<file path="src/hdl/simt_defs.svh">
/* SIMT core sizing and instruction field layout */
`ifndef SIMT_DEFS_SVH
`define SIMT_DEFS_SVH

`define SIMT_XLEN       32
`define SIMT_THREADS    4
`define SIMT_WARPS      2
`define SIMT_NREGS      32
`define SIMT_REG_BITS   5
`define SIMT_WARP_BITS  1

`define SIMT_OP_MSB     3
`define SIMT_OP_LSB     0
`define SIMT_RD_MSB     8
`define SIMT_RD_LSB     4
`define SIMT_RS1_MSB    13
`define SIMT_RS1_LSB    9
`define SIMT_RS2_MSB    18
`define SIMT_RS2_LSB    14
`define SIMT_RS3_MSB    23
`define SIMT_RS3_LSB    19
`define SIMT_IMM_MSB    31
`define SIMT_IMM_LSB    24
`define SIMT_IMM_BITS   8

`endif
</file>
<file path="src/hdl/simt_pkg.sv">
/* SIMT core types
   ALU opcodes and the packed per-thread data vector */
`include "simt_defs.svh"

package simt_pkg;

    // Codes are contiguous from zero so the decoder can range-check them
    typedef enum logic [3:0] {
        ADD = 4'd0,
        SUB = 4'd1,
        AND = 4'd2,
        OR  = 4'd3,
        XOR = 4'd4,
        MAD = 4'd5,
        LI  = 4'd6
    } alu_op_e;

    typedef logic [`SIMT_THREADS-1:0][`SIMT_XLEN-1:0] thread_data_t;

endpackage

</file>
<file path="src/hdl/result_unit.sv">
/* Result stage
   Holds one result at the outputs and writes it back when it leaves */
`timescale 1ns/10ps
`include "simt_defs.svh"

module result_unit (
    input  logic                       clk,
    input  logic                       reset,
    input  logic                       exe_valid,
    output logic                       exe_ready,
    input  logic [`SIMT_REG_BITS-1:0]  exe_rd,
    input  logic [`SIMT_WARP_BITS-1:0] exe_warp,
    input  logic [`SIMT_THREADS-1:0]   exe_tmask,
    input  simt_pkg::thread_data_t     exe_data,
    output logic                       result_valid,
    input  logic                       result_ready,
    output logic [`SIMT_WARP_BITS-1:0] result_warp,
    output logic [`SIMT_REG_BITS-1:0]  result_rd,
    output logic [`SIMT_THREADS-1:0]   result_tmask,
    output simt_pkg::thread_data_t     result_data,
    output logic                       wb_valid,
    output logic [`SIMT_WARP_BITS-1:0] wb_warp,
    output logic [`SIMT_REG_BITS-1:0]  wb_rd,
    output logic [`SIMT_THREADS-1:0]   wb_tmask,
    output simt_pkg::thread_data_t     wb_data
);
    assign exe_ready = !result_valid || result_ready;

    always_ff @(posedge clk) begin
        if (reset) begin
            result_valid <= 1'b0;
        end else if (exe_ready) begin
            result_valid <= exe_valid;
        end
    end

    always_ff @(posedge clk) begin
        if (exe_valid && exe_ready) begin
            result_warp  <= exe_warp;
            result_rd    <= exe_rd;
            result_tmask <= exe_tmask;
            result_data  <= exe_data;
        end
    end

    // Register 0 is never written, but its result is still reported
    assign wb_valid = result_valid && result_ready && (result_rd != '0);
    assign wb_warp  = result_warp;
    assign wb_rd    = result_rd;
    assign wb_tmask = result_tmask;
    assign wb_data  = result_data;

    // Each result is written back once, never again on the next cycle
    assert property (@(posedge clk) disable iff (reset)
        wb_valid |=> $past(result_valid && result_ready) &&
                     (!wb_valid || $past(exe_valid && exe_ready)));

endmodule

</file>
<file path="config.mk">
export PLATFORM = sky130hd
export DESIGN_NAME = result_unit
export DESIGN_NICKNAME = d
export VERILOG_FILES = /design/src/hdl/simt_pkg.sv /design/src/hdl/result_unit.sv
export VERILOG_INCLUDE_DIRS = /design/src /design/src/hdl
export SDC_FILE = /design/constraint.sdc
export NUM_CORES = 1
export LEC_CHECK = 0
export ABC_AREA = 1
export BUFFER_PORTS_ARGS = -buffer_cell sky130_fd_sc_hd__buf_2
export CORE_AREA = 4 4 161 163
export DETAILED_ROUTE_END_ITERATION = 16
export DIE_AREA = 0 0 165 167
export PLACE_DENSITY = 0.55
export SETUP_SLACK_MARGIN = 0.4
export SYNTH_ARGS = -nofsm -noshare
export SYNTH_HDL_FRONTEND = slang
export SYNTH_SLANG_ARGS = --single-unit
</file>
<file path="constraint.sdc">
create_clock -name clk -period 13.5 [get_ports clk]
set_clock_uncertainty 0.15 [all_clocks]
set_input_delay 0.675 -clock clk [delete_from_list [all_inputs] [get_ports clk]]
set_output_delay 0.675 -clock clk [all_outputs]
set_load 0.02 [all_outputs]
</file>
### After elaboration in Yosys (flattened, before gate mapping)

Cells that the tools add are included.
W data, S select, Z words.

| operators by class | value |
|---|---|
| reduce and logical (&&, ||, !) cells | 6 |

Operators with widths:

| operator | number |
|---|---|
| $reduce_bool A5 Y1 | 1 |
| $logic_and A1 B1 Y1 | 3 |
| $logic_not A1 Y1 | 1 |
| $logic_or A1 B1 Y1 | 1 |

| storage, ports and cells | value |
|---|---|
| bits in registers | 139 |
| output and inout port bits | 279 |
| word-level logic and storage cells | 14 |

### Longest topological paths before layout

| depth | value |
|---|---|
| word-level depth | 3 |
| gate-level depth with buffers | 4 |
| mapped depth without buffers | 4 |

### Least setup slack after synthesis

Ideal clock, no wire load.

| timing | value |
|---|---|
| path type | in2reg |
| start | input exe_valid |
| end | register result_data[0] (netlist bit) (enable) |
| arrival time | 7377 ps |
| data required time | 12669 ps |
| slack | 5292 ps |
| stages | 2 |
| path buffers | 0 |
| cell sequence | inv_1 -> a21oi_1 |

| between the ends | value |
|---|---|
| longest elaborated chain between the ends | 1 |

Ends and longest elaborated chain:

| item | RTL line | text |
|---|---|---|
| start, declared | result_unit.sv:9 | `input logic exe_valid,` |
| $logic_and A1 B1 Y1 | result_unit.sv:38 | `if (exe_valid && exe_ready) begin` |
| end signal, assigned | result_unit.sv:42 | `result_data <= exe_data;` |
| end, declared | result_unit.sv:20 | `output simt_pkg::thread_data_t result_data,` |

Every way passes these cells.
A chain may end at the register's enable or synchronous reset.

### Worst setup path in the final report

| timing | value |
|---|---|
| start | input result_ready |
| end | register result_data[20] (netlist bit) (enable) |

| between the ends | value |
|---|---|
| longest elaborated chain between the ends | 2 |

Ends and longest elaborated chain:

| item | RTL line | text |
|---|---|---|
| start, declared | result_unit.sv:16 | `input logic result_ready,` |
| $logic_or A1 B1 Y1 | result_unit.sv:27 | `assign exe_ready = !result_valid \|\| result_ready;` |
| $logic_and A1 B1 Y1 | result_unit.sv:38 |  |

Every way passes these cells.

==> flow_results.xml <==
<?xml version="1.0" encoding="UTF-8"?>
<metrics>
  <group name="status">
    <metric name="outcome" unit="">completed</metric>
  </group>
  <group name="sta">
    <metric name="rsz0062_at_grt" unit="">no</metric>
    <metric name="achievable-frequency" unit="MHz">377</metric>
    <metric name="timing.setup.tns" unit="ns">0</metric>
    <metric name="max-slew-margin-rel" unit="%">36.8</metric>
    <metric name="report.final.setup_viol" unit="">0</metric>
    <metric name="fin_hold_ws" unit="ns">0.281</metric>
    <metric name="finalHoldViolCount" unit="">0</metric>
    <metric name="finalWorstPathRequiredPeriod" unit="ns">2.65</metric>
    <metric name="worst-slew-pin-transition" unit="ns">0.949</metric>
    <metric name="slew_viol_final" unit="">0</metric>
    <metric name="period_share" unit="%">19.6</metric>
  </group>
  <group name="drt">
    <metric name="drt-wirelength-per-cell" unit="um">16.4</metric>
    <metric name="finalWirelength" unit="um">15200</metric>
    <metric name="route.vias.total" unit="">3248</metric>
    <metric name="drt-initial-drc-count" unit="">148</metric>
    <metric name="dr_drc_count" unit="">0</metric>
    <metric name="detail_route.first_pass.iterations" unit="">4</metric>
    <metric name="routed_via_density" unit="">3.50</metric>
    <metric name="ant_nets" unit="">0</metric>
  </group>
  <group name="cts">
    <metric name="clock_tree.root_cell" unit="">sky130_fd_sc_hd__clkbuf_16</metric>
    <metric name="cts_resized" unit="">0</metric>
    <metric name="postCtsSetupRepairBufs" unit="">0</metric>
    <metric name="cts.sinks" unit="">139</metric>
    <metric name="cts.hold.buffers_added" unit="">0</metric>
    <metric name="cts_made_buffers" unit="">17</metric>
    <metric name="path_clk_slew" unit="ns">0.06</metric>
    <metric name="clock_latency" unit="ns">0.40</metric>
    <metric name="tritoncts_clock_tree" unit="">yes</metric>
    <metric name="level_count_of_the_clock_h_tree" unit="">4</metric>
    <metric name="worst_case_clock_buffer_depth" unit="">2</metric>
  </group>
  <group name="critical_path">
    <metric name="reg2regPathDepth" unit="">3</metric>
    <metric name="regToRegEndpoint" unit="">result_data[20]</metric>
    <metric name="reg2reg_slack" unit="ns">10.90</metric>
    <metric name="cp_data_required_time" unit="ns">13.37</metric>
    <metric name="path_class" unit="">in -&gt; reg</metric>
    <metric name="end_kind" unit="">register</metric>
    <metric name="crit_fanout" unit="">71</metric>
    <metric name="critPathArrivalTime" unit="ns">2.52</metric>
    <metric name="startpoint_type" unit="">input port</metric>
    <metric name="timing.critical_path.from" unit="">result_ready</metric>
    <metric name="timing.critical_path.to" unit="">result_data[20]</metric>
    <metric name="worstReg2RegStart" unit="">result_valid</metric>
  </group>
  <group name="global_route">
    <metric name="pin_count_of_the_biggest_net_entering_global_routing" unit="">72</metric>
    <metric name="gr-total-overflow" unit="">0</metric>
    <metric name="antenna_found_initial" unit="">4</metric>
    <metric name="track_usage" unit="%">10.4</metric>
    <metric name="number_of_global_route_vias_before_repair" unit="">3396</metric>
    <metric name="grt_pass1_wl" unit="um">20700</metric>
  </group>
  <group name="yosys">
    <metric name="yosysSeqAreaShare" unit="%">79.2</metric>
    <metric name="area_leader_netlist" unit="">sky130_fd_sc_hd__edfxtp_1</metric>
    <metric name="cell_count_after_synthesis" unit="">290</metric>
    <metric name="mappedNetlistArea" unit="um^2">5260</metric>
    <metric name="synth-async-reset-ratio" unit="%">0</metric>
    <metric name="syn-num-nets" unit="">432</metric>
    <metric name="yosysWarnings" unit="">0</metric>
    <metric name="post_synth.cell_area_avg" unit="um^2">18.1</metric>
    <metric name="netlist_top_cells_area" unit="">sky130_fd_sc_hd__edfxtp_1 79%, sky130_fd_sc_hd__buf_4 20%, sky130_fd_sc_hd__dfxtp_1 0.38%</metric>
    <metric name="postSynth.topFlopCell" unit="">sky130_fd_sc_hd__edfxtp_1</metric>
    <metric name="yosysUniqueCellTypes" unit="">10</metric>
    <metric name="top_cell_type_s_share_of_synthesized_area" unit="%">78.8</metric>
    <metric name="number_of_enable_type_register_cells_in_the_synthesized_netlist" unit="">138</metric>
    <metric name="postSynthRegisterBits" unit="">139</metric>
    <metric name="netlist_top_cells_count" unit="">138 x sky130_fd_sc_hd__buf_4, 138 x sky130_fd_sc_hd__edfxtp_1, 5 x sky130_fd_sc_hd__inv_1, 2 x sky130_fd_sc_hd__nand2_1, 2 x sky130_fd_sc_hd__nor2_1</metric>
  </group>
  <group name="die">
    <metric name="floorplan.io_pins" unit="">421</metric>
    <metric name="initial_standard_cell_utilization_of_the_core" unit="%">21.6</metric>
    <metric name="core_outline_area" unit="um^2">24300</metric>
    <metric name="fp.dieArea" unit="um^2">27600</metric>
    <metric name="std_cell_rows" unit="">57</metric>
    <metric name="die_height" unit="um">167</metric>
    <metric name="die_w" unit="um">165</metric>
  </group>
  <group name="placement">
    <metric name="globalplace.congestion" unit="">0.773</metric>
    <metric name="post-dp-hpwl" unit="um">12300</metric>
    <metric name="buffers_on_ports" unit="">420</metric>
    <metric name="numPlacedInstances" unit="">898</metric>
  </group>
  <group name="final_layout">
    <metric name="antenna_cells" unit="">0</metric>
    <metric name="layout.nets" unit="">735</metric>
    <metric name="layout.core_utilization" unit="%">30.1</metric>
    <metric name="syn2layout_area_growth" unit="%">39.4</metric>
    <metric name="finalNonFillerCells" unit="">928</metric>
    <metric name="drive_above_1_share" unit="%">75.2</metric>
    <metric name="final.fill_count" unit="">2474</metric>
  </group>
  <group name="run">
    <metric name="total_of_max_cap_violations" unit="">0</metric>
  </group>
  <group name="pwr">
    <metric name="peakVddDrop" unit="uV">54.7</metric>
    <metric name="power_density" unit="nW/um^2">152</metric>
    <metric name="power.leakage" unit="nW">3.32</metric>
  </group>
  <group name="worst_hold_path">
    <metric name="hold_path_class" unit="">in -&gt; reg</metric>
  </group>
</metrics>
flip-flops by register name (all words and copies together), names as in the netlist:
signal        cells
result_rd         5
result_warp       1
result_data     128
result_valid      1
result_tmask      4
cell usage in the layout, fill, tap and decap left out:
master	n
sky130_fd_sc_hd__nand2_2	1
sky130_fd_sc_hd__edfxtp_1	138
sky130_fd_sc_hd__clkbuf_1	1
sky130_fd_sc_hd__inv_6	3
sky130_fd_sc_hd__dfxtp_1	1
sky130_fd_sc_hd__a21oi_4	1
sky130_fd_sc_hd__nor2_1	2
sky130_fd_sc_hd__inv_1	5
sky130_fd_sc_hd__clkinv_4	3
sky130_fd_sc_hd__buf_4	2
sky130_fd_sc_hd__a21oi_2	1
sky130_fd_sc_hd__bufinv_16	2
sky130_fd_sc_hd__nand2_1	2
sky130_fd_sc_hd__clkbuf_16	17
sky130_fd_sc_hd__nand3_1	1
sky130_fd_sc_hd__buf_2	420
sky130_fd_sc_hd__clkinvlp_4	4
worst max-delay path, stage by stage:
cell	delay [ns]
sky130_fd_sc_hd__buf_2	0.09
sky130_fd_sc_hd__inv_1	0.08
sky130_fd_sc_hd__a21oi_4	0.12
sky130_fd_sc_hd__buf_4	0.65
sky130_fd_sc_hd__buf_4	0.81
cell type report:
class / instances / area (um^2) / area share [%]
flip-flops and latches: 139 / 4160 / 56.8
repair buffers: 422 / 2120 / 28.9
clock buffers: 18 / 429 / 5.86
well taps: 324 / 405 / 5.53
clock inverters: 12 / 143 / 1.95
multi-input cells: 8 / 51.3 / 0.700
inverters: 5 / 18.8 / 0.256
power by group:
| group | total [mW] | internal [mW] | leakage [nW] | switching [mW] |
|---|---|---|---|---|
| clock | 0.456 | 0.273 | 0.265 | 0.183 |
| combinational | 0.142 | 0.0458 | 1.71 | 0.0958 |
| sequential | 0.520 | 0.506 | 1.34 | 0.0137 |
routing by layer:
layer	up-vias	GRT usage, %	part of all wire [%]
met5	-	0	0.27
met4	6	3.15	1.3
met3	17	4.82	12
met2	244	18.9	52
met1	1494	10.5	35
li1	1487	-	-
cells by family (layout without fill, tap and decap cells):
family / Yosys count / count (layout) / synth area share [%]
AOI/OAI and AO/OA: 2 / 2 / 0.262
buffers and inverters: 143 / 457 / 20.1
and+or+nand+nor: 6 / 6 / 0.500
DFF: 139 / 139 / 79.2
how the worst min path moves through the flow:
| stage | end | cells after the start | start |
|---|---|---|---|
| floorplan | result_valid | 2 | result_valid |
| global placement | result_valid | 2 | result_valid |
| detailed placement | result_valid | 2 | result_valid |
| CTS | result_valid | 2 | reset |
| global route | result_valid | 2 | reset |
| finish | result_valid | 2 | reset |
through the flow:
stage / worst slack, ns / cell area [um^2] / total power, mW
floorplan: 5.29 / 5260 / 0.636
global placement: 10.38 / 6760 / 0.673
detailed placement: 10.40 / 6760 / 0.674
CTS: 10.84 / 7330 / 1.14
global route: 10.70 / 7330 / 1.17
finish: 10.85 / 7330 / 1.12
Power figures use the tool's default switching activity.
