==> config.mk <==
export PLATFORM = sky130hd
export DESIGN_NAME = instr_decode
export DESIGN_NICKNAME = d
export VERILOG_FILES = /design/src/hdl/simt_pkg.sv /design/src/hdl/instr_decode.sv
export VERILOG_INCLUDE_DIRS = /design/src /design/src/hdl
export SDC_FILE = /design/constraint.sdc
export NUM_CORES = 1
export LEC_CHECK = 0
export ABC_AREA = 0
export BUFFER_PORTS_ARGS = -buffer_cell sky130_fd_sc_hd__buf_2
export CORE_MARGIN = 1
export CORE_UTILIZATION = 45
export CTS_CLUSTER_DIAMETER = 60
export CTS_CLUSTER_SIZE = 40
export DETAILED_ROUTE_END_ITERATION = 7
export GPL_ROUTABILITY_DRIVEN = 1
export GPL_TIMING_DRIVEN = 0
export PLACE_DENSITY_LB_ADDON = 0.3
export SYNTH_ARGS = -nofsm -noshare
export SYNTH_HDL_FRONTEND = slang
export SYNTH_SLANG_ARGS = --single-unit
==> constraint.sdc <==
create_clock -name clk -period 3.6 [get_ports clk]
set_clock_uncertainty 0.1 [all_clocks]
set_input_delay 0.18 -clock clk [delete_from_list [all_inputs] [get_ports clk]]
set_output_delay 0.18 -clock clk [all_outputs]
set_load 0.01 [all_outputs]
==> src/hdl/simt_defs.svh <==
/* SIMT core sizing and instruction field layout */
`ifndef SIMT_DEFS_SVH
`define SIMT_DEFS_SVH

`define SIMT_XLEN       32
`define SIMT_THREADS    4
`define SIMT_WARPS      2
`define SIMT_NREGS      32
`define SIMT_REG_BITS   5
`define SIMT_WARP_BITS  1

`define SIMT_OP_MSB     3
`define SIMT_OP_LSB     0
`define SIMT_RD_MSB     8
`define SIMT_RD_LSB     4
`define SIMT_RS1_MSB    13
`define SIMT_RS1_LSB    9
`define SIMT_RS2_MSB    18
`define SIMT_RS2_LSB    14
`define SIMT_RS3_MSB    23
`define SIMT_RS3_LSB    19
`define SIMT_IMM_MSB    31
`define SIMT_IMM_LSB    24
`define SIMT_IMM_BITS   8

`endif
==> src/hdl/simt_pkg.sv <==
/* SIMT core types
   ALU opcodes and the packed per-thread data vector */
`include "simt_defs.svh"

package simt_pkg;

    // Codes are contiguous from zero so the decoder can range-check them
    typedef enum logic [3:0] {
        ADD = 4'd0,
        SUB = 4'd1,
        AND = 4'd2,
        OR  = 4'd3,
        XOR = 4'd4,
        MAD = 4'd5,
        LI  = 4'd6
    } alu_op_e;

    typedef logic [`SIMT_THREADS-1:0][`SIMT_XLEN-1:0] thread_data_t;

endpackage

==> src/hdl/instr_decode.sv <==
/* Instruction decode stage
   Splits the word into fields and holds them in one output register */
`timescale 1ns/10ps
`include "simt_defs.svh"

module instr_decode (
    input  logic                       clk,
    input  logic                       reset,
    input  logic                       instr_valid,
    output logic                       instr_ready,
    input  logic [31:0]                instr,
    input  logic [`SIMT_WARP_BITS-1:0] instr_warp,
    input  logic [`SIMT_THREADS-1:0]   instr_tmask,
    output logic                       dec_valid,
    input  logic                       dec_ready,
    output simt_pkg::alu_op_e          dec_op,
    output logic [`SIMT_REG_BITS-1:0]  dec_rd,
    output logic [`SIMT_REG_BITS-1:0]  dec_rs1,
    output logic [`SIMT_REG_BITS-1:0]  dec_rs2,
    output logic [`SIMT_REG_BITS-1:0]  dec_rs3,
    output logic [`SIMT_IMM_BITS-1:0]  dec_imm,
    output logic [`SIMT_WARP_BITS-1:0] dec_warp,
    output logic [`SIMT_THREADS-1:0]   dec_tmask
);
    logic [3:0]        op_raw;
    simt_pkg::alu_op_e op;
    logic              is_li;

    assign op_raw = instr[`SIMT_OP_MSB:`SIMT_OP_LSB];
    // Unknown codes fall back to ADD
    assign op     = (op_raw <= 4'(simt_pkg::LI)) ? simt_pkg::alu_op_e'(op_raw) : simt_pkg::ADD;
    assign is_li  = (op == simt_pkg::LI);

    assign instr_ready = !dec_valid || dec_ready;

    always_ff @(posedge clk) begin
        if (reset) begin
            dec_valid <= 1'b0;
        end else if (instr_ready) begin
            dec_valid <= instr_valid;
        end
    end

    // LI reads nothing, so its sources point at register 0
    always_ff @(posedge clk) begin
        if (instr_valid && instr_ready) begin
            dec_op    <= op;
            dec_rd    <= instr[`SIMT_RD_MSB:`SIMT_RD_LSB];
            dec_rs1   <= is_li ? '0 : instr[`SIMT_RS1_MSB:`SIMT_RS1_LSB];
            dec_rs2   <= is_li ? '0 : instr[`SIMT_RS2_MSB:`SIMT_RS2_LSB];
            dec_rs3   <= is_li ? '0 : instr[`SIMT_RS3_MSB:`SIMT_RS3_LSB];
            dec_imm   <= instr[`SIMT_IMM_MSB:`SIMT_IMM_LSB];
            dec_warp  <= instr_warp;
            dec_tmask <= instr_tmask;
        end
    end

    assert property (@(posedge clk) disable iff (reset) dec_valid |-> dec_tmask != '0);

endmodule

# After elaboration in Yosys (flattened, before gate mapping)
# Cells that the tools add are included.
# op_classes
order_cmp	1
eq_ne	1
n_mux	1
reduce_logical	3
# op_table
operator	n
$eq A4 B3 Y1 const B	1
$le A4 B3 Y1 const B	1
$mux W4	1
$logic_and A1 B1 Y1	1
$logic_not A1 Y1	1
$logic_or A1 B1 Y1	1
# word_totals
regBits	38
input_bits	41
output_inout_bits	39
wordCells	15

# Depth between registers and ports, before layout
# Gate-level depths: netlist (run 1).
# logic_depth
ltp_word	3
depth_mapped	3
ltp_nobuf	2

# Worst setup path after synthesis (run 1)
# Ideal clock, no wire load.
# synth_path
path_type	reg2reg
startpoint	register dec_valid
endpoint	register dec_imm[0], enable pin
setup_time_ps	398
arrival_time_ps	1420
required_time_ps	3102
slack_ps	1682
stages_incl_launch_ff	3
period_less_slack_ps	1918
path_cell_list	dfxtp_1 > nand2b_1 > and2_1
# synth_between
elab_chain_cells	3
# synth_rtl
element	line_no	source
from (decl)	instr_decode.sv:14	output logic dec_valid,
from (signal assigned)	instr_decode.sv:40	dec_valid <= instr_valid;
$logic_not A1 Y1	instr_decode.sv:34	assign instr_ready = !dec_valid || dec_ready;
$logic_or A1 B1 Y1	instr_decode.sv:34	
net instr_ready	instr_decode.sv:10	output logic instr_ready,
$logic_and A1 B1 Y1	instr_decode.sv:46	if (instr_valid && instr_ready) begin
to (signal assigned)	instr_decode.sv:52	dec_imm <= instr[`SIMT_IMM_MSB:`SIMT_IMM_LSB];
to (decl)	instr_decode.sv:21	output logic [`SIMT_IMM_BITS-1:0] dec_imm,
# The timed path passes the listed nets, and every way through them passes these cells.
# A chain may end at the register's enable or synchronous reset.

# Worst setup path after layout (run 1)
# layout_path
startpoint	register dec_valid
endpoint	register dec_imm[3], enable pin
# layout_between
elab_chain_cells	3
# layout_rtl
element	line_no
$logic_not A1 Y1	instr_decode.sv:34
$logic_or A1 B1 Y1	instr_decode.sv:34
$logic_and A1 B1 Y1	instr_decode.sv:46
# Every way passes these cells.

==> results by group, run 1 <==
Global route
  – GR Overflow Total: 0
  – All-Layer GR Usage: 0.189
  – Initial antenna violation count: 0
  – First-pass GRT wire length: 4280 microns
  – Vias in the first global route: 967
  – Largest net degree at the start of global routing: 38

Floorplan
  – Die area: 3130 sq um
  – Initial Util: 0.475
  – Core area: 2760 sq um
  – Die Wd: 56.0 microns
  – Top-level I/O count: 80
  – Num rows: 19
  – Die height: 56.0 microns

Synthesis
  – Synthesized flop and latch total: 38
  – Syn_area_per_cell: 19.9 sq um
  – List of most frequent post-synthesis cells: edfxtp_1, nor2b_1, inv_1
  – Most frequent cell after synthesis: edfxtp_1
  – Netlist Area Pre-Place: 1310 sq um
  – Post-synth EDFFs: 37
  – Ys Warns: 0
  – Yosys top cell by area: edfxtp_1
  – Top_reg_cell synth: edfxtp_1
  – Number of distinct library cells after synthesis: 11
  – Largest cells by area after synthesis: edfxtp_1, nor2b_1, dfxtp_1
  – Asr flop ratio synth: 0
  – Post-synthesis sequential area ratio: 0.863
  – Synth Net Count: 107
  – Post-synthesis cell count: 66
  – Yosys top cell area share: 0.847

Placement
  – # port buffers: 79
  – RePlAce Congestion: 0.713
  – Placed insts: 176
  – DP Area: 1750 sq um

Critical path
  – Reg2Reg Depth: 2
  – Critical path endpoint category: flop
  – Critical path class: reg2reg
  – Launching point of the worst reg2reg path: dec_valid
  – Slowest stage cell, crit path: and2_2
  – Crit-path max FO: 37
  – Crit Reg-Reg Endpoint: dec_imm[3]
  – Crit-path cells: nand2b_1, and2_2
  – Worst path max stage delay: 0.70 ns
  – WP data required: 3.46 ns
  – Arrival time at the worst endpoint: 1.46 ns
  – CP Launch Type: flop
  – R2r setup slk: 2.00 ns

Timing
  – Final period utilization: 0.443
  – FMAX: 0.627 GHz
  – Max-slew violation count: 0
  – Worst slew pin tran: 0.824 ns
  – Final hold viol count: 0
  – RSZ-0062 raised after global routing: no
  – Total Neg Setup Slack: 0 ns
  – Slew headroom: 0.451
  – Final setup vio count: 0
  – Minimum clock period: 1.60 ns

Layout
  – Antenna diodes: 0
  – Share of cells above drive strength 1: 0.517
  – Synth-to-layout area growth: 52.1%
  – Final instance area: 1990 sq um
  – Fin nets: 213
  – Non-Filler Instances: 203

Drt
  – Vias post-DR: 950
  – DRT iter0 DRCs: 25
  – WL per Instance: 13.5 microns
  – Final WL: 2740 microns
  – # DRC: 0
  – Routed vias/inst: 4.68
  – DRT Pass-1 Iters: 3
  – Routed Antenna Nets: 0

CTS
  – Post-CTS setup buffers: 0
  – Clk root buf: clkbuf_4
  – Inserted Clock Buffers: 5
  – Clk pin slew, worst setup/hold paths: 0.11 ns
  – CTS max path bufs: 2
  – H-tree Lvls: 2
  – Clock Latency Late Sink: 0.32 ns
  – Clk sinks: 38
  – CTS tree: yes

Hold path
  – Hold depth: 2
  – Hold path endpoint: dec_rs3[3]
  – Hold Path Origin: instr[22]
  – Hold Crit Class: in2reg

Run
  – Max-Cap Viols: 0

Power and ir drop
  – Leak: 0.878 nW
  – Power per cell area: 414 nW/um^2
  – Max IR drop VDD: 298 uV

Run status
  – Outcome: completed
## routing by layer
layer	wire, microns	part of all wire	vias to the layer above	GRT usage
li1	-	-	454	-
met1	978	0.36	429	0.185
met2	1470	0.53	63	0.345
met3	260	0.095	4	0.0907
met4	39	0.014	0	0.0627
met5	0	0	-	0
## logic make-up (layout without fill, tap and decap cells)
logic type             Yosys count  in the layout  synth area share
other                            1              1           0.00286
AO/OA/AOI/OAI                    4              4            0.0191
AND/OR/NAND/NOR                 19             19            0.0983
flip-flops                      38             38             0.863
buffers and inverters            4            110            0.0172
## layout make-up
class / instances / area, sq um
inverter: 3 / 11.3
multi-input combinational: 24 / 159
fill: 185 / 763
clock buffer: 5 / 37.5
sequential: 38 / 1130
timing repair buffer: 99 / 596
buffer: 1 / 11.3
clock inverter: 2 / 10.0
tap: 31 / 38.8
## metrics by stage
stage               worst slack [ns]  total power, mW  hold slack [ns]   util
global route                    1.91            0.861           0.0152  0.723
detailed placement              2.00            0.618            0.239  0.633
global placement                1.54            0.615            0.235  0.633
CTS                             1.99            0.829           0.0271  0.723
floorplan                       1.68            0.569            0.149      -
finish                          2.00            0.826           0.0346  0.723
## power breakdown
part | total, mW | internal (mW) | switching, mW | leakage, nW
clock | 0.200 | 0.0703 | 0.130 | 0.0308
combinational | 0.102 | 0.0540 | 0.0480 | 0.479
sequential | 0.524 | 0.517 | 0.00648 | 0.368
total | 0.826 | 0.642 | 0.184 | 0.878
## critical path: cells and delay by family, from the launching register on
kind / cells / cell delay (ns)
DFF: 1 / 0.33
and+or+nand+nor: 2 / 0.80
## worst max-delay path by stage
stage                         start            to  slack [ns]  cells past startpoint
after floorplan           dec_valid    dec_imm[0]        1.68                      2
after global routing      dec_valid    dec_rs1[3]        1.91                      2
after global placement    dec_valid    dec_imm[0]        1.54                      2
final                     dec_valid    dec_imm[3]        2.00                      2
after detailed placement  dec_valid  dec_tmask[1]        2.00                      2
after CTS                 dec_valid     dec_rd[4]        1.99                      2
## flip-flops by register name, indices dropped and copies added, names as in the netlist
name	flops
dec_warp	1
dec_rs1	5
dec_imm	8
dec_rd	5
dec_rs3	5
dec_tmask	4
dec_op	4
dec_rs2	5
dec_valid	1
## layout by cell type (no fill, tap or decap)
| cell type | count |
|---|---|
| nor2b_1 | 15 |
| buf_6 | 1 |
| dlygate4sd3_1 | 20 |
| nand2b_1 | 2 |
| and2_2 | 1 |
| buf_2 | 79 |
| clkinv_2 | 2 |
| a211oi_1 | 2 |
| a21oi_1 | 2 |
| and4bb_4 | 1 |
| conb_1 | 1 |
| dfxtp_1 | 1 |
| clkbuf_4 | 5 |
| inv_1 | 3 |
| edfxtp_1 | 37 |
## repair_timing
item / 4_1_cts / 5_1_grt
resized for setup: 0 / 0
hold buffers: 20 / 0
hold endpoints to repair: 19 / 0
Note: power is estimated with default switching activity, not from simulation.
==> run 2, diff against run 1 <==
- CORE_UTILIZATION: 45 -> 42
- clock period: 3.6 -> 1.62 ns (I/O delays scaled with it)
==> run 2 against run 1 <==
The flow now finishes with violations (design-rule violations). Via count is 9.7% higher. Power increased by 130%. Global-route usage up 0.97 points. Clock-buffer cell count stayed put. Flip-flop and latch count unchanged. Core utilization increased by 5.2 points. Cell count rose by 11%. Largest cell class unchanged.
==> results by group, run 2 (synthesized netlist as in run 1, its figures left out) <==
Run status
  – Outcome: finished with violations (was completed)
  – Violated checks: design-rule violations

Floorplan
  – Num rows: 19 (unchanged)
  – Die Wd: 57.9 microns (was 56.0 microns)
  – Die height: 57.9 microns (was 56.0 microns)
  – Core area: 2850 sq um (was 2760 sq um)
  – Initial Util: 0.460 (was 0.475)
  – Die area: 3350 sq um (was 3130 sq um)
  – Top-level I/O count: 80 (unchanged)

Layout
  – Antenna diodes: 0 (unchanged)
  – Share of cells above drive strength 1: 0.459 (was 0.517)
  – Register area: 1130 sq um (unchanged)
  – Most frequent cells in the layout: buf_2, dlygate4sd3_1, edfxtp_1 (was buf_2, edfxtp_1, dlygate4sd3_1)
  – Final core utilization: 0.775 (was 0.723)
  – Synth-to-layout area growth: 68.7% (was 52.1%)
  – Max reg flops: 8 (unchanged)
  – Most flop-heavy register: dec_imm (unchanged)
  – Fin nets: 234 (was 213)
  – Fillers: 187 (was 185)
  – Commonest non-fill, non-tap cell in the layout: buf_2 (unchanged)
  – Area occupied by multi-input gates: 160 sq um (was 159 sq um)

Placement
  – RePlAce Congestion: 0.662 (was 0.713)
  – # port buffers: 79 (unchanged)
  – Post-DP HPWL: 1760 microns
  – DP Worst Slack: 0.0286 ns (was 2.00 ns)

Power and ir drop
  – Flop pwr share: 0.613 (was 0.634)
  – Clock Power Share: 0.244 (was 0.242)
  – Sw Ratio: 0.228 (was 0.223)
  – Comb pwr share: 0.143 (was 0.123)
  – Psw: 0.431 mW (was 0.184 mW)
  – Leak: 0.970 nW (was 0.878 nW)
  – Power per cell area: 857 nW/um^2 (was 414 nW/um^2)
  – Internal power: 1.46 mW (was 0.642 mW)
  – Max IR drop VDD: 558 uV (was 298 uV)

CTS
  – H-tree Lvls: 2 (unchanged)
  – Post-CTS setup buffers: 0 (unchanged)
  – Inserted Clock Buffers: 5 (unchanged)
  – Clk root buf: clkbuf_4 (unchanged)
  – CTS max path bufs: 2 (unchanged)
  – Clock Latency Late Sink: 0.34 ns (was 0.32 ns)
  – CTS tree: yes (unchanged)
  – Clk pin slew, worst setup/hold paths: 0.12 ns (was 0.11 ns)
  – Clk sinks: 38 (unchanged)

Critical path
  – CP bufs+invs: 3 (was 0)
  – Crit Reg-Reg Endpoint: dec_imm[7] (was dec_imm[3])
  – Arrival time at the worst endpoint: 1.62 ns (was 1.46 ns)
  – Critical Path Most Common Cell: dlygate4sd3_1
  – Critical path's top delay family: buffers and inverters (was simple AND/OR/NAND/NOR gates)
  – Critical path endpoint category: flop (unchanged)
  – Reg2Reg Depth: 2 (unchanged)
  – Critical path class: in2reg (was reg2reg)
  – Slowest stage cell, crit path: dlygate4sd3_1 (was and2_2)
  – WP data required: 1.73 ns (was 3.46 ns)
  – Launching point of the worst reg2reg path: dec_valid (unchanged)
  – Crit-path max FO: 4 (was 37)
  – CP Launch Type: input pin (was flop)
  – Crit-path cells: dlygate4sd3_1, buf_2, a211oi_1, dlygate4sd3_1 (was nand2b_1, and2_2)
  – R2r setup slk: 0.24 ns (was 2.00 ns)
  – Worst path max stage delay: 0.60 ns (was 0.70 ns)

Hold path
  – Hold depth: 3 (was 2)
  – Hold path endpoint: dec_rs1[4] (was dec_rs3[3])
  – Hold Crit Class: in2reg (unchanged)
  – Hold Path Origin: instr[2] (was instr[22])

Run
  – Max-Cap Viols: 0 (unchanged)

Timing
  – Total Neg Setup Slack: 0 ns (unchanged)
  – RSZ-0062 raised after global routing: no (unchanged)
  – Max-slew violation count: 0 (unchanged)
  – Minimum clock period: 1.50 ns
  – PnR worst setup slack: 0.115 ns (was 2.00 ns)
  – Final setup vio count: 0 (unchanged)
  – WHS: 0.209 ns (was 0.0346 ns)
  – Final hold viol count: 0 (unchanged)
  – Final period utilization: 0.929
  – FMAX: 0.665 GHz

Global route
  – Initial antenna violation count: 0 (unchanged)
  – First-pass GRT wire length: 4740 microns (was 4280 microns)
  – Vias in the first global route: 1,094 (was 967)
  – All-Layer GR Usage: 0.199 (was 0.189)
  – GR Overflow Total: 0 (unchanged)
  – Largest net degree at the start of global routing: 38 (unchanged)

Drt
  – Final WL: 3090 microns (was 2740 microns)
  – DRT Pass-1 Iters: 5 (was 3)
  – Routed Antenna Nets: 0 (unchanged)
  – # DRC: 7 (was 0)
  – Vias post-DR: 1,042 (was 950)
  – Routed vias/inst: 4.63 (was 4.68)
  – DRT iter0 DRCs: 25 (unchanged)
  – WL per Instance: 13.7 microns (was 13.5 microns)
==> run 2: power groups by stage <==
| stage | Clock [mW] | Sequential, mW | Combinational (mW) |
|---|---|---|---|
| 3_3_place_gp | 0 | 1.18 | 0.183 |
| 4_1_cts | 0.469 | 1.16 | 0.266 |
| 2_1_floorplan | 0 | 1.22 | 0.0431 |
| 6_report | 0.463 | 1.16 | 0.270 |
| 5_1_grt | 0.520 | 1.17 | 0.291 |
| 3_5_place_dp | 0 | 1.19 | 0.190 |
==> run 2: final cells by class <==
| class | count | area share |
|---|---|---|
| tap | 31 | 0.0175 |
| multi-input combinational | 24 | 0.0724 |
| buffer | 1 | 0.00509 |
| timing repair buffer | 120 | 0.364 |
| clock inverter | 3 | 0.00735 |
| inverter | 3 | 0.00509 |
| sequential | 38 | 0.511 |
| clock buffer | 5 | 0.0170 |
==> run 2: worst max-delay path by stage <==
| stage | endpoint | startpoint | depth (start not counted) | slack [ns] |
|---|---|---|---|---|
| global placement | dec_imm[4] | dec_valid | 2 | 0.07 |
| CTS | dec_imm[7] | dec_valid | 2 | 0.006 |
| floorplan | dec_imm[0] | dec_valid | 2 | 0.09 |
| detailed placement | dec_tmask[0] | dec_valid | 2 | 0.03 |
| global route | dec_op[1] | instr[3] | 4 | 0.1 |
| finish | dec_op[1] | instr[3] | 4 | 0.12 |
==> run 2: timing repair <==
item	CTS	global route
hold endpoints to repair	37	0
endpoints found under the setup margin	0	37
hold buffers	41	0
resized for setup	0	1
==> run 2: layer usage <==
| metal | wire length [microns] | track usage |
|---|---|---|
| met5 | 0 | 0 |
| met4 | 57 | 0.0952 |
| met3 | 285 | 0.0826 |
| met2 | 1730 | 0.384 |
| met1 | 1010 | 0.172 |
==> run 2: tightest hold or removal path, cell delays in order <==
cell and delay [ns]:
buf_2 0.12, and4bb_4 0.22, nor2b_1 0.11
==> run 2: metrics by stage <==
step / cells / power, mW / cell area [sq um]
4_1_cts: 225 / 1.90 / 2210
3_5_place_dp: 176 / 1.38 / 1750
6_report: 225 / 1.90 / 2210
5_1_grt: 225 / 1.98 / 2210
2_1_floorplan: 66 / 1.26 / 1310
3_3_place_gp: 176 / 1.37 / 1750
==> run 3, diff against run 2 <==
- RECOVER_POWER: unset -> 100
==> run 3 against run 2 <==
The run still ends with design-rule violations left. Flip-flop and latch count stayed put. Clock-buffer cell count stayed put. Final area shrank 2.7%. Worst hold slack improved by 0.031 ns. Critical path type unchanged. Critical endpoint is now dec_rs2[3]. Largest cell class unchanged.
==> results by group, run 3 (synthesized netlist as in run 1, its figures left out) <==
Critical path
  – Slowest stage cell, crit path: dlygate4sd3_1 (unchanged)
  – Critical path endpoint category: flop (unchanged)
  – Arrival time at the worst endpoint: 1.52 ns (was 1.62 ns)
  – CP Launch Type: input pin (unchanged)
  – Critical path class: in2reg (unchanged)
  – Launching point of the worst reg2reg path: dec_valid (unchanged)
  – Crit-path cells: dlygate4sd3_1, clkbuf_1, and4bb_1, clkbuf_2, nor2b_1 (was dlygate4sd3_1, buf_2, a211oi_1, dlygate4sd3_1)
  – Worst path max stage delay: 0.55 ns (was 0.60 ns)
  – Crit Reg-Reg Endpoint: dec_imm[7] (unchanged)
  – Critical path's top delay family: buffers and inverters (unchanged)
  – CP bufs+invs: 3 (unchanged)
  – WP data required: 1.61 ns (was 1.73 ns)
  – Reg2Reg Depth: 2 (unchanged)
  – Worst Setup SP: instr[3] (unchanged)
  – Crit-path max FO: 10 (was 4)
  – R2r setup slk: 0.23 ns (was 0.24 ns)

Timing
  – FMAX: 0.655 GHz (was 0.665 GHz)
  – Final hold viol count: 0 (unchanged)
  – Final period utilization: 0.942 (was 0.929)
  – Final setup vio count: 0 (unchanged)
  – Total Neg Setup Slack: 0 ns (unchanged)
  – Max-slew violation count: 0 (unchanged)
  – WHS: 0.240 ns (was 0.209 ns)
  – RSZ-0062 raised after global routing: no (unchanged)
  – Minimum clock period: 1.53 ns (was 1.50 ns)
  – PnR worst setup slack: 0.0941 ns (was 0.115 ns)

Placement
  – # port buffers: 79 (unchanged)
  – Post-DP HPWL: 1760 microns (unchanged)
  – DP Worst Slack: 0.0286 ns (unchanged)
  – DP Area: 1750 sq um (unchanged)
  – RePlAce Congestion: 0.662 (unchanged)

Floorplan
  – Die height: 57.9 microns (unchanged)
  – Num rows: 19 (unchanged)
  – Die Wd: 57.9 microns (unchanged)
  – Initial Util: 0.460 (unchanged)
  – Core area: 2850 sq um (unchanged)
  – Top-level I/O count: 80 (unchanged)
  – Die area: 3350 sq um (unchanged)

Global route
  – Initial antenna violation count: 0 (unchanged)
  – Largest net degree at the start of global routing: 38 (unchanged)
  – Vias in the first global route: 1,094 (unchanged)
  – First-pass GRT wire length: 4740 microns (unchanged)
  – All-Layer GR Usage: 0.199 (unchanged)
  – GR Overflow Total: 0 (unchanged)

Hold path
  – Hold depth: 2 (was 3)
  – Hold Path Origin: instr_valid (was instr[2])
  – Hold Crit Class: in2reg (unchanged)
  – Hold path endpoint: dec_op[0] (was dec_rs1[4])

Layout
  – Most frequent cells in the layout: dlygate4sd3_1, clkbuf_1, buf_2 (was buf_2, dlygate4sd3_1, edfxtp_1)
  – Most flop-heavy register: dec_imm (unchanged)
  – Synth-to-layout area growth: 64.1% (was 68.7%)
  – Commonest non-fill, non-tap cell in the layout: dlygate4sd3_1 (was buf_2)
  – Fillers: 208 (was 187)
  – Antenna diodes: 0 (unchanged)
  – Final instance area: 2150 sq um (was 2210 sq um)
  – Final core utilization: 0.754 (was 0.775)
  – Share of cells above drive strength 1: 0.247 (was 0.459)
  – Max reg flops: 8 (unchanged)
  – Fin nets: 234 (unchanged)

CTS
  – Inserted Clock Buffers: 5 (unchanged)
  – H-tree Lvls: 2 (unchanged)
  – CTS tree: yes (unchanged)
  – Clock Latency Late Sink: 0.34 ns (about the same)
  – CTS max path bufs: 2 (unchanged)
  – Clk pin slew, worst setup/hold paths: 0.12 ns (about the same)
  – Clk sinks: 38 (unchanged)
  – Clk root buf: clkbuf_4 (unchanged)

Drt
  – DRT iter0 DRCs: 28 (was 25)
  – Routed vias/inst: 4.64 (was 4.63)
  – Routed Antenna Nets: 0 (unchanged)
  – WL per Instance: 13.9 microns (was 13.7 microns)
  – DRT Pass-1 Iters: 6 (was 5)
  – # DRC: 7 (unchanged)
  – Vias post-DR: 1,043 (was 1,042)
  – Final WL: 3130 microns (was 3090 microns)

Run status
  – Outcome: finished with violations (unchanged)
  – Violated checks: design-rule violations (unchanged)

Power and ir drop
  – Max IR drop VDD: 553 uV (was 558 uV)
  – Power per cell area: 874 nW/um^2 (was 857 nW/um^2)
  – Leak: 0.860 nW (was 0.970 nW)

Run
  – Max-Cap Viols: 0 (unchanged)
==> run 3: cell types whose count changed in the layout (fill, tap and decap cells not counted), sizes merged <==
cell and change:
clkbuf +41, buf -41
==> run 3: worst register-to-register path: stages (launching register included) <==
cell	delay (ns)
dfxtp_1	0.34
nand2b_1	0.12
and2_4	0.46
==> run 3: routing by layer <==
metal / track usage / vias up / wire (microns)
li1: - / 495 / -
met1: 0.172 / 485 / 1040
met2: 0.384 / 57 / 1740
met3: 0.0826 / 6 / 284
met4: 0.0952 / 0 / 57
met5: 0 / - / 0
==> run 3: through the flow <==
stage	instances	total power, mW
after global placement	176	1.37
after global routing	225	1.97
after CTS	225	1.90
final	225	1.88
after floorplan	66	1.26
after detailed placement	176	1.38
==> run 3: worst max-delay path by stage <==
| stage | to | slack [ns] | cells after the start |
|---|---|---|---|
| floorplan | dec_imm[0] | 0.09 | 2 |
| global placement | dec_imm[4] | 0.07 | 2 |
| detailed placement | dec_tmask[0] | 0.03 | 2 |
| CTS | dec_imm[7] | 0.006 | 2 |
| global route | dec_rs2[3] | 0.05 | 5 |
| finish | dec_rs2[3] | 0.09 | 5 |
==> run 3: repair_timing <==
item / 4_1_cts / 5_1_grt
setup buffers: 0 / 0
hold buffers: 41 / 0
setup endpoints to repair: 0 / 37
gates resized for setup: 0 / 1
endpoints found under the hold margin: 37 / 0
==> run 3: cell type report <==
class	instances	area [sq um]	share of cell area
flip-flops and latches	38	1130	0.526
inverters	3	11.3	0.00523
clock inverters	3	16.3	0.00756
repair buffers	120	756	0.351
well taps	31	38.8	0.0180
clock buffers	5	37.5	0.0174
plain buffers	1	5.00	0.00233
multi-input cells	24	156	0.0727
==> run 3: where the power goes <==
part	switching [mW]	internal, mW
Combinational	0.117	0.137
Clock	0.301	0.161
Sequential	0.0156	1.15
